<file path="src/hdl/srl_test_params.svh">
`ifndef SRL_TEST_PARAMS_SVH
`define SRL_TEST_PARAMS_SVH

// Lane array geometry
`define SRL_NUM_LANES    8
`define SRL_LANE_BITS    3
`define SRL_LENGTH       32
`define SRL_TAP_BITS     5

// Test pattern loaded in 32-bit words
`define SRL_PATTERN_BITS 256
`define SRL_WORD_BITS    32

// Host command word width
`define SRL_CMD_BITS     40

// Per-lane error counter width
`define SRL_COUNT_BITS   16

`endif
</file>
<file path="src/hdl/srl_result_pkg.sv">
`include "srl_test_params.svh"

package srl_result_pkg;

    // Which lane a result belongs to
    typedef logic [`SRL_LANE_BITS-1:0] srl_lane_idx_t;

    // Saturating mismatch count of one lane over a run
    typedef logic [`SRL_COUNT_BITS-1:0] srl_count_t;

endpackage

</file>
<file path="src/hdl/srl_cmd_pkg.sv">
`include "srl_test_params.svh"

package srl_cmd_pkg;

    localparam int WORD_IDX_BITS = $clog2(`SRL_PATTERN_BITS / `SRL_WORD_BITS);

    // Padding so both views fill the whole command word
    localparam int LOAD_PAD_BITS = `SRL_CMD_BITS - 2 - WORD_IDX_BITS - `SRL_WORD_BITS;
    localparam int RUN_PAD_BITS  = `SRL_CMD_BITS - 2 - 3 * `SRL_TAP_BITS - 1 - `SRL_LANE_BITS;

    typedef enum logic [1:0] {
        OP_NONE = 2'b00,
        OP_LOAD = 2'b01,
        OP_RUN  = 2'b10
    } srl_opcode_e;

    // Pattern word write
    typedef struct packed {
        srl_opcode_e                opcode;
        logic [WORD_IDX_BITS-1:0]   word_idx;
        logic [`SRL_WORD_BITS-1:0]  data;
        logic [LOAD_PAD_BITS-1:0]   pad;
    } srl_load_view_t;

    // Run start with delay sweep and fault setting
    typedef struct packed {
        srl_opcode_e                opcode;
        logic [`SRL_TAP_BITS-1:0]   first_delay;
        logic [`SRL_TAP_BITS-1:0]   last_delay;
        logic                       fault_en;
        logic [`SRL_LANE_BITS-1:0]  fault_lane;
        logic [`SRL_TAP_BITS-1:0]   fault_stage;
        logic [RUN_PAD_BITS-1:0]    pad;
    } srl_run_view_t;

    // Opcode occupies the top two bits in both views
    typedef union packed {
        srl_load_view_t load;
        srl_run_view_t  run;
    } srl_cmd_u;

endpackage

</file>
<file path="src/hdl/srl_test_array.sv">
`include "srl_test_params.svh"

module srl_test_array (
    input  logic                           clk,
    input  logic                           rst,
    input  logic                           cmd_valid,
    output logic                           cmd_ready,
    input  logic [`SRL_CMD_BITS-1:0]       cmd_word,
    output logic                           res_valid,
    input  logic                           res_ready,
    output srl_result_pkg::srl_lane_idx_t  res_lane,
    output srl_result_pkg::srl_count_t     res_count
);
    import srl_result_pkg::*;

    logic                       sh;
    logic                       d;
    logic [`SRL_TAP_BITS-1:0]   tap;
    logic                       expect_bit;
    logic                       check_en;
    logic                       fault_en;
    logic [`SRL_LANE_BITS-1:0]  fault_lane;
    logic [`SRL_TAP_BITS-1:0]   fault_stage;
    logic                       run_done;
    logic                       drained;
    logic [`SRL_NUM_LANES-1:0]  err;

    srl_pattern_source source0 (
        .clk         (clk),
        .rst         (rst),
        .cmd_valid   (cmd_valid),
        .cmd_ready   (cmd_ready),
        .cmd_word    (cmd_word),
        .drained     (drained),
        .sh          (sh),
        .d           (d),
        .tap         (tap),
        .expect_bit  (expect_bit),
        .check_en    (check_en),
        .fault_en    (fault_en),
        .fault_lane  (fault_lane),
        .fault_stage (fault_stage),
        .run_done    (run_done)
    );

    // All lanes see the same broadcast
    for (genvar i = 0; i < `SRL_NUM_LANES; i++) begin : g_lane
        srl_lane lane0 (
            .clk         (clk),
            .rst         (rst),
            .lane_idx    (srl_lane_idx_t'(i)),
            .sh          (sh),
            .d           (d),
            .tap         (tap),
            .expect_bit  (expect_bit),
            .check_en    (check_en),
            .fault_en    (fault_en),
            .fault_lane  (fault_lane),
            .fault_stage (fault_stage),
            .err         (err[i])
        );
    end

    srl_error_collector collector0 (
        .clk       (clk),
        .rst       (rst),
        .err       (err),
        .run_done  (run_done),
        .drained   (drained),
        .res_valid (res_valid),
        .res_ready (res_ready),
        .res_lane  (res_lane),
        .res_count (res_count)
    );

endmodule

</file>
<file path="src/hdl/srl_error_collector.sv">
`include "srl_test_params.svh"

module srl_error_collector (
    input  logic                           clk,
    input  logic                           rst,
    input  logic [`SRL_NUM_LANES-1:0]      err,
    input  logic                           run_done,
    output logic                           drained,
    output logic                           res_valid,
    input  logic                           res_ready,
    output srl_result_pkg::srl_lane_idx_t  res_lane,
    output srl_result_pkg::srl_count_t     res_count
);
    import srl_result_pkg::*;

    localparam srl_lane_idx_t LAST_LANE = srl_lane_idx_t'(`SRL_NUM_LANES - 1);

    srl_count_t    cnt [`SRL_NUM_LANES];
    srl_lane_idx_t ptr;
    logic          taken;

    assign taken = res_valid && res_ready;

    // ========================================================================
    // Per-lane error counters

    always_ff @(posedge clk) begin
        if (rst) begin
            for (int i = 0; i < `SRL_NUM_LANES; i++)
                cnt[i] <= '0;
        end else begin
            for (int i = 0; i < `SRL_NUM_LANES; i++) begin
                // Delivered count is cleared for the next run
                if (taken && ptr == srl_lane_idx_t'(i))
                    cnt[i] <= '0;
                else if (err[i] && cnt[i] != '1)
                    cnt[i] <= cnt[i] + 1'b1;
            end
        end
    end

    // ========================================================================
    // Result drain in lane order

    // Last error of the run lands together with run_done
    always_ff @(posedge clk) begin
        if (rst) begin
            res_valid <= 1'b0;
            ptr       <= '0;
        end else if (run_done) begin
            res_valid <= 1'b1;
            ptr       <= '0;
        end else if (taken) begin
            if (ptr == LAST_LANE)
                res_valid <= 1'b0;
            else
                ptr <= ptr + 1'b1;
        end
    end

    assign res_lane  = ptr;
    assign res_count = cnt[ptr];

    // Nothing left to deliver
    assign drained = !res_valid;

endmodule

</file>
<file path="src/hdl/srl_lane.sv">
`include "srl_test_params.svh"

module srl_lane (
    input  logic                       clk,
    input  logic                       rst,
    input  logic [`SRL_LANE_BITS-1:0]  lane_idx,
    input  logic                       sh,
    input  logic                       d,
    input  logic [`SRL_TAP_BITS-1:0]   tap,
    input  logic                       expect_bit,
    input  logic                       check_en,
    input  logic                       fault_en,
    input  logic [`SRL_LANE_BITS-1:0]  fault_lane,
    input  logic [`SRL_TAP_BITS-1:0]   fault_stage,
    output logic                       err
);

    logic [`SRL_LENGTH-1:0] sr;
    logic [`SRL_LENGTH-1:0] sr_in;
    logic                   fault_hit;
    logic                   tap_q;

    // ========================================================================
    // Shift register under test

    assign fault_hit = fault_en && (fault_lane == lane_idx);

    // Stage 0 takes the new bit and stage k takes stage k-1
    always_comb begin
        sr_in = {sr[`SRL_LENGTH-2:0], d};
        // Injected fault flips what one stage stores
        if (fault_hit)
            sr_in[fault_stage] = ~sr_in[fault_stage];
    end

    always_ff @(posedge clk) begin
        if (sh)
            sr <= sr_in;
    end

    // Read port where address 0 is the newest bit
    assign tap_q = sr[tap];

    // ========================================================================
    // Compare against the expected bit

    always_ff @(posedge clk) begin
        if (rst)
            err <= 1'b0;
        else
            err <= check_en && (tap_q ^ expect_bit);
    end

endmodule

</file>
<file path="src/hdl/srl_pattern_source.sv">
`include "srl_test_params.svh"

module srl_pattern_source (
    input  logic                       clk,
    input  logic                       rst,
    input  logic                       cmd_valid,
    output logic                       cmd_ready,
    input  srl_cmd_pkg::srl_cmd_u      cmd_word,
    input  logic                       drained,
    output logic                       sh,
    output logic                       d,
    output logic [`SRL_TAP_BITS-1:0]   tap,
    output logic                       expect_bit,
    output logic                       check_en,
    output logic                       fault_en,
    output logic [`SRL_LANE_BITS-1:0]  fault_lane,
    output logic [`SRL_TAP_BITS-1:0]   fault_stage,
    output logic                       run_done
);
    import srl_cmd_pkg::*;

    localparam int SAMPLE_BITS = $clog2(`SRL_PATTERN_BITS);
    localparam int INH_BITS    = $clog2(`SRL_LENGTH + 1);

    localparam logic [1:0] ST_IDLE = 2'd0;
    localparam logic [1:0] ST_RUN  = 2'd1;
    localparam logic [1:0] ST_WAIT = 2'd2;

    logic [1:0]                    state;
    logic [1:0]                    phase;
    logic [`SRL_PATTERN_BITS-1:0]  pattern;
    logic [SAMPLE_BITS-1:0]        sample_n;
    logic [SAMPLE_BITS-1:0]        exp_addr;
    logic [`SRL_TAP_BITS-1:0]      last_delay;
    logic [INH_BITS-1:0]           inh_cnt;
    logic                          cmd_acc;
    logic                          last_sample;

    // ========================================================================
    // Command intake

    assign cmd_ready = (state == ST_IDLE);
    assign cmd_acc   = cmd_valid && cmd_ready;

    always_ff @(posedge clk) begin
        if (rst) begin
            pattern <= '0;
        end else if (cmd_acc && cmd_word.load.opcode == OP_LOAD) begin
            pattern[cmd_word.load.word_idx * `SRL_WORD_BITS +: `SRL_WORD_BITS] <=
                cmd_word.load.data;
        end
    end

    // ========================================================================
    // Sample sequencer with three cycles per sample

    assign last_sample = (sample_n == '1);

    always_ff @(posedge clk) begin
        if (rst) begin
            state       <= ST_IDLE;
            phase       <= 2'd0;
            sample_n    <= '0;
            tap         <= '0;
            last_delay  <= '0;
            inh_cnt     <= '0;
            fault_en    <= 1'b0;
            fault_lane  <= '0;
            fault_stage <= '0;
            run_done    <= 1'b0;
        end else begin
            run_done <= 1'b0;
            case (state)
                ST_IDLE: begin
                    if (cmd_acc && cmd_word.run.opcode == OP_RUN) begin
                        state       <= ST_RUN;
                        phase       <= 2'd0;
                        sample_n    <= '0;
                        tap         <= cmd_word.run.first_delay;
                        last_delay  <= cmd_word.run.last_delay;
                        inh_cnt     <= INH_BITS'(`SRL_LENGTH);
                        fault_en    <= cmd_word.run.fault_en;
                        fault_lane  <= cmd_word.run.fault_lane;
                        fault_stage <= cmd_word.run.fault_stage;
                    end
                end
                ST_RUN: begin
                    phase <= (phase == 2'd2) ? 2'd0 : phase + 2'd1;
                    if (phase == 2'd2) begin
                        sample_n <= sample_n + 1'b1;
                        if (inh_cnt != '0)
                            inh_cnt <= inh_cnt - 1'b1;
                        // Pattern wrapped so the sweep moves to the next delay
                        if (last_sample) begin
                            inh_cnt <= INH_BITS'(`SRL_LENGTH);
                            if (tap == last_delay) begin
                                state    <= ST_WAIT;
                                run_done <= 1'b1;
                            end else begin
                                tap <= tap + 1'b1;
                            end
                        end
                    end
                end
                ST_WAIT: begin
                    // Collector only sees run_done a cycle later
                    if (drained && !run_done)
                        state <= ST_IDLE;
                end
                default: state <= ST_IDLE;
            endcase
        end
    end

    // ========================================================================
    // Lane broadcast

    assign sh       = (state == ST_RUN) && (phase == 2'd0);
    assign d        = pattern[sample_n];
    assign check_en = (state == ST_RUN) && (phase == 2'd2) && (inh_cnt == '0);

    // Bit written tap samples ago with wrap around the pattern
    assign exp_addr = sample_n - SAMPLE_BITS'(tap);

    always_ff @(posedge clk) begin
        if (state == ST_RUN && phase == 2'd1)
            expect_bit <= pattern[exp_addr];
    end

endmodule

</file>
<file path="config.mk">
export PLATFORM = sky130hd
export DESIGN_NAME = srl_test_array
export DESIGN_NICKNAME = d
export VERILOG_FILES = /design/src/hdl/srl_result_pkg.sv /design/src/hdl/srl_cmd_pkg.sv /design/src/hdl/srl_test_array.sv /design/src/hdl/srl_error_collector.sv /design/src/hdl/srl_lane.sv /design/src/hdl/srl_pattern_source.sv
export VERILOG_INCLUDE_DIRS = /design/src /design/src/hdl
export SDC_FILE = /design/constraint.sdc
export NUM_CORES = 2
export LEC_CHECK = 0
export BUFFER_PORTS_ARGS = -buffer_cell sky130_fd_sc_hd__buf_2
export CORE_ASPECT_RATIO = 1.4
export CORE_MARGIN = 2
export CORE_UTILIZATION = 59
export CTS_BUF_LIST = sky130_fd_sc_hd__clkbuf_2
export CTS_CLUSTER_SIZE = 40
export DETAILED_ROUTE_END_ITERATION = 10
export PLACE_DENSITY_LB_ADDON = 0.25
export SKIP_CTS_REPAIR_TIMING = 1
export SLEW_MARGIN = 20
export SYNTH_ARGS = -nofsm -noshare
export SYNTH_HDL_FRONTEND = slang
export SYNTH_SLANG_ARGS = --single-unit
</file>
<file path="constraint.sdc">
create_clock -name clk -period 21.6 [get_ports clk]
set_clock_uncertainty 0.2 [all_clocks]
set_input_delay 3.24 -clock clk [delete_from_list [all_inputs] [get_ports clk]]
set_output_delay 3.24 -clock clk [all_outputs]
set_load 0.05 [all_outputs]
</file>
==> run_results.csv <==
group,metric,value,unit
status,status,"finished, final reports clean",
layout,layout.nets,3708,
synthesis,synth-adder-area-share,0.00929,
power_and_ir_drop,p_per_area,61.5,nW/um2
job,drv_cap,0,
synthesis,ys.flop_type,"edfxtp_1",
place,port_buffers,61,
worst_setup_path,cpPeakStageDelay,0.96,ns
layout,final_cell_count_no_fill,4619,
layout,area_delta_synth_final,4.55,%
worst_setup_path,critPathArrivalTime,3.57,ns
hold_path,hold_path.startpoint,"source0.pattern[98]$_SDFFE_PP0P_",
synthesis,synth_commonest_cells,"nand2_1 (466), edfxtp_1 (385), dfxtp_1 (309)",
worst_setup_path,critPathKind,"reg -> out",
synthesis,netlist_instances,3719,
worst_setup_path,crit_family,"flip-flops",
worst_setup_path,cp-start-kind,"flip-flop",
worst_setup_path,crit_slowest_cell,"dfxtp_2",
place,place_hpwl,73.4,mm
sta,relSlewSlack,0.221,
synthesis,synth_nets,3792,
synthesis,synth_compound_area_frac,0.150,
synthesis,ys_seq_elements,694,
layout,drive_gt1_frac,0.214,
synthesis,synthTopCellsByArea,"edfxtp_1 (29%), dfxtp_1 (16%), mux4_2 (15%), nand2_1 (4.4%), nand3_1 (3.7%)",
power_and_ir_drop,vdd_ir_drop_max,0.0414,mV
sta,rsz0062_at_grt,"false",
routing,wl_per_cell,24.4,um
synthesis,ys_types,72,
clock_network,clk_latency,1.42,ns
synthesis,synth_edf_count,385,
die,rows,112,
sta,setup_violations,0,
layout,ff_latch_area,17800,um2
synthesis,ys_warn_count,0,
worst_setup_path,crit_chain,"mux4_2, mux2_2, buf_2",
die,core,66800,um2
hold_path,min_path_cells,2,
grt,grt_max_degree,200,
sta,setup-tns-final,0,ns
clock_network,cts_max_level,4,
clock_network,numCtsBuffers,172,
worst_setup_path,r2r_cells,10,
place,place_congestion,0.922,
routing,dr.pass1.iters,6,
sta,fmax,143,MHz
routing,ant_nets,0,
synthesis,synth_top_family_by_area,"multiplexers",
power_and_ir_drop,p_leak,13.0,nW
clock_network,clockBufferDepth,3,
place,numPlacedInstances,4315,
die,die_w,224,um
worst_setup_path,end_kind,"output pin",
synthesis,synth-xor-area-share,0.0314,
die,dieArea,69700,um2
grt,antenna_found_initial,7,
synthesis,yosys.area.top_type,"edfxtp_1",
layout,fill_cells,5325,
power_and_ir_drop,finalPower,0.00257,W
synthesis,synthArstFlopShare,0,
worst_setup_path,critical_path_buf_inv_count,1,
clock_network,cts_tree,"yes",
worst_setup_path,reg2reg_setup_slack,15.80,ns
clock_network,root_buffer,"clkbuf_2",
synthesis,syn_area,39900,um2
routing,drt_iter0_markers,3382,
sta,min_period_over_period,0.325,
clock_network,clk_pin_slew,0.11,ns
layout,multiInputGateArea,20500,um2
routing,viasPerCell,6.84,
worst_setup_path,worstPathRequired,18.16,ns
sta,hold_violations,0,
grt,grt_pass1_vias,31100,
hold_path,hold_path_class,"reg -> reg",
sta,maxSlewViolCount,0,
sta,period_needed,7.01,ns
synthesis,synth.area.mux_share,0.197,
die,io_pins,65,
synthesis,avgSynthCellArea,10.7,um2
synthesis,ys_seq_area_frac,0.445,
grt,grt_pass1_wl,173,mm
hold_path,hold_end,"source0.pattern[98]$_SDFFE_PP0P_",
synthesis,synth-simple-area-share,0.124,
die,die_height,312,um
routing,vias,31600,
worst_setup_path,r2r-end,"source0.expect_bit$_DFFE_PP_",
synthesis,synth.most_common_cell,"nand2_1",
grt,track_usage,0.321,
die,start_util,0.597,
clock_network,cts_sinks,694,
worst_setup_path,path_max_fanout,32,
synthesis,synth_top_area_share,0.290,
sta,tightest_slew,1.16,ns
grt,grt_overflow_total,0,
routing,drc,0,
routing,totalWireLength,113,mm
worst_setup_path,reg2reg_from,"source0.tap[0]$_SDFFE_PP0P_",
[per-stage QoR]
stage | hold WS (ns) | util | setup WS (ns) | cell area (um2)
after floorplan | 0.239 | - | 2.39 | 39900
after global placement | 0.245 | 0.600 | 15.31 | 40100
after detailed placement | 0.260 | 0.600 | 15.09 | 40100
after CTS | 0.272 | 0.623 | 14.41 | 41600
after global routing | 0.285 | 0.624 | 14.36 | 41700
final | 0.272 | 0.624 | 14.59 | 41700
[final cells by class]
cell class | count | share of cell area
Multi-Input combinational cell | 2623 | 0.492
Sequential cell | 694 | 0.426
Clock buffer | 246 | 0.0295
Tap cell | 855 | 0.0257
Timing Repair Buffer | 108 | 0.0163
Clock inverter | 48 | 0.00669
Inverter | 36 | 0.00324
Antenna cell | 9 | 0.000540
[logic make-up after synthesis]
kind of cell / Yosys count
flops: 694
buf+inv: 402
fa+ha+maj: 29
compound gates: 903
mux: 429
xor+xnor: 143
simple gates: 1119
[where the power goes]
group	internal [W]	leakage (nW)	total [W]	switching (W)
registers	0.00142	6.17	0.00145	0.0000292
clock network	0.000340	1.15	0.000890	0.000551
logic	0.0000794	5.71	0.000227	0.000147
[flip-flops by register name, summed over array words and instances (netlist names), 3 cells and up, named ones only]
signal and count:
g_lane.lane0.sr 256, source0.pattern 256, collector0.cnt 128, g_lane.lane0.err 8, source0.sample_n 8, source0.inh_cnt 6, source0.fault_stage 5, source0.last_delay 5
source0.tap 5, collector0.res_lane 3, source0.fault_lane 3
[cells in the final DEF, fill, tap and decap left out, types with 20 or more instances in the layout]
master    Yosys  final
clkbuf_2      0    246
clkinv_1      0     32
mux4_2      260    260
edfxtp_1    385    385
xor2_1       80     79
and3_1       38     38
mux2_2       27     27
inv_1        34     34
nand4_1      21     21
o31ai_1     132    132
buf_4         8     46
nor2b_1      20     20
buf_2        28     60
nand2_1     466    460
xnor2_1      63     63
a21oi_1     292    292
a22oi_1      23     23
mux2i_1     126    126
ha_1         28     27
dfxtp_1     309    302
o21ai_0     292    292
o31ai_2      93     93
nor2_1      212    211
nand3_1     296    292
[routing by layer]
layer	up-vias	wire length, um	part of all wire	GRT usage
met3	449	9990	0.089	0.0655
met5	-	11	0.000097	0
met1	15400	41000	0.36	0.388
li1	13900	-	-	-
met2	1869	55000	0.49	0.526
met4	2	6830	0.061	0.202
[worst reg2reg max path: stages, from the launching register on]
cell and delay [ns]:
dfxtp_4 0.81, ha_2 0.35, inv_1 0.06, fa_4 1.18, buf_4 0.76, mux4_2 0.63
mux2i_1 0.40, mux2i_1 0.22, mux2i_1 0.17, mux2i_1 0.16, mux4_2 0.61
[worst max-delay path by stage]
| stage | from | end | depth (start not counted) |
|---|---|---|---|
| floorplan | source0.state[1]$_SDFFE_PP0P_ | g_lane[0].lane0.sr[0]$_DFFE_PP_ | 3 |
| global placement | cmd_word[35] | source0.pattern[109]$_SDFFE_PP0P_ | 8 |
| detailed placement | cmd_word[35] | source0.pattern[135]$_SDFFE_PP0P_ | 8 |
| CTS | flip-flop | res_count[11] | 3 |
| global route | flip-flop | res_count[13] | 3 |
| finish | flip-flop | res_count[11] | 3 |
(Power assumes the default switching activity.)
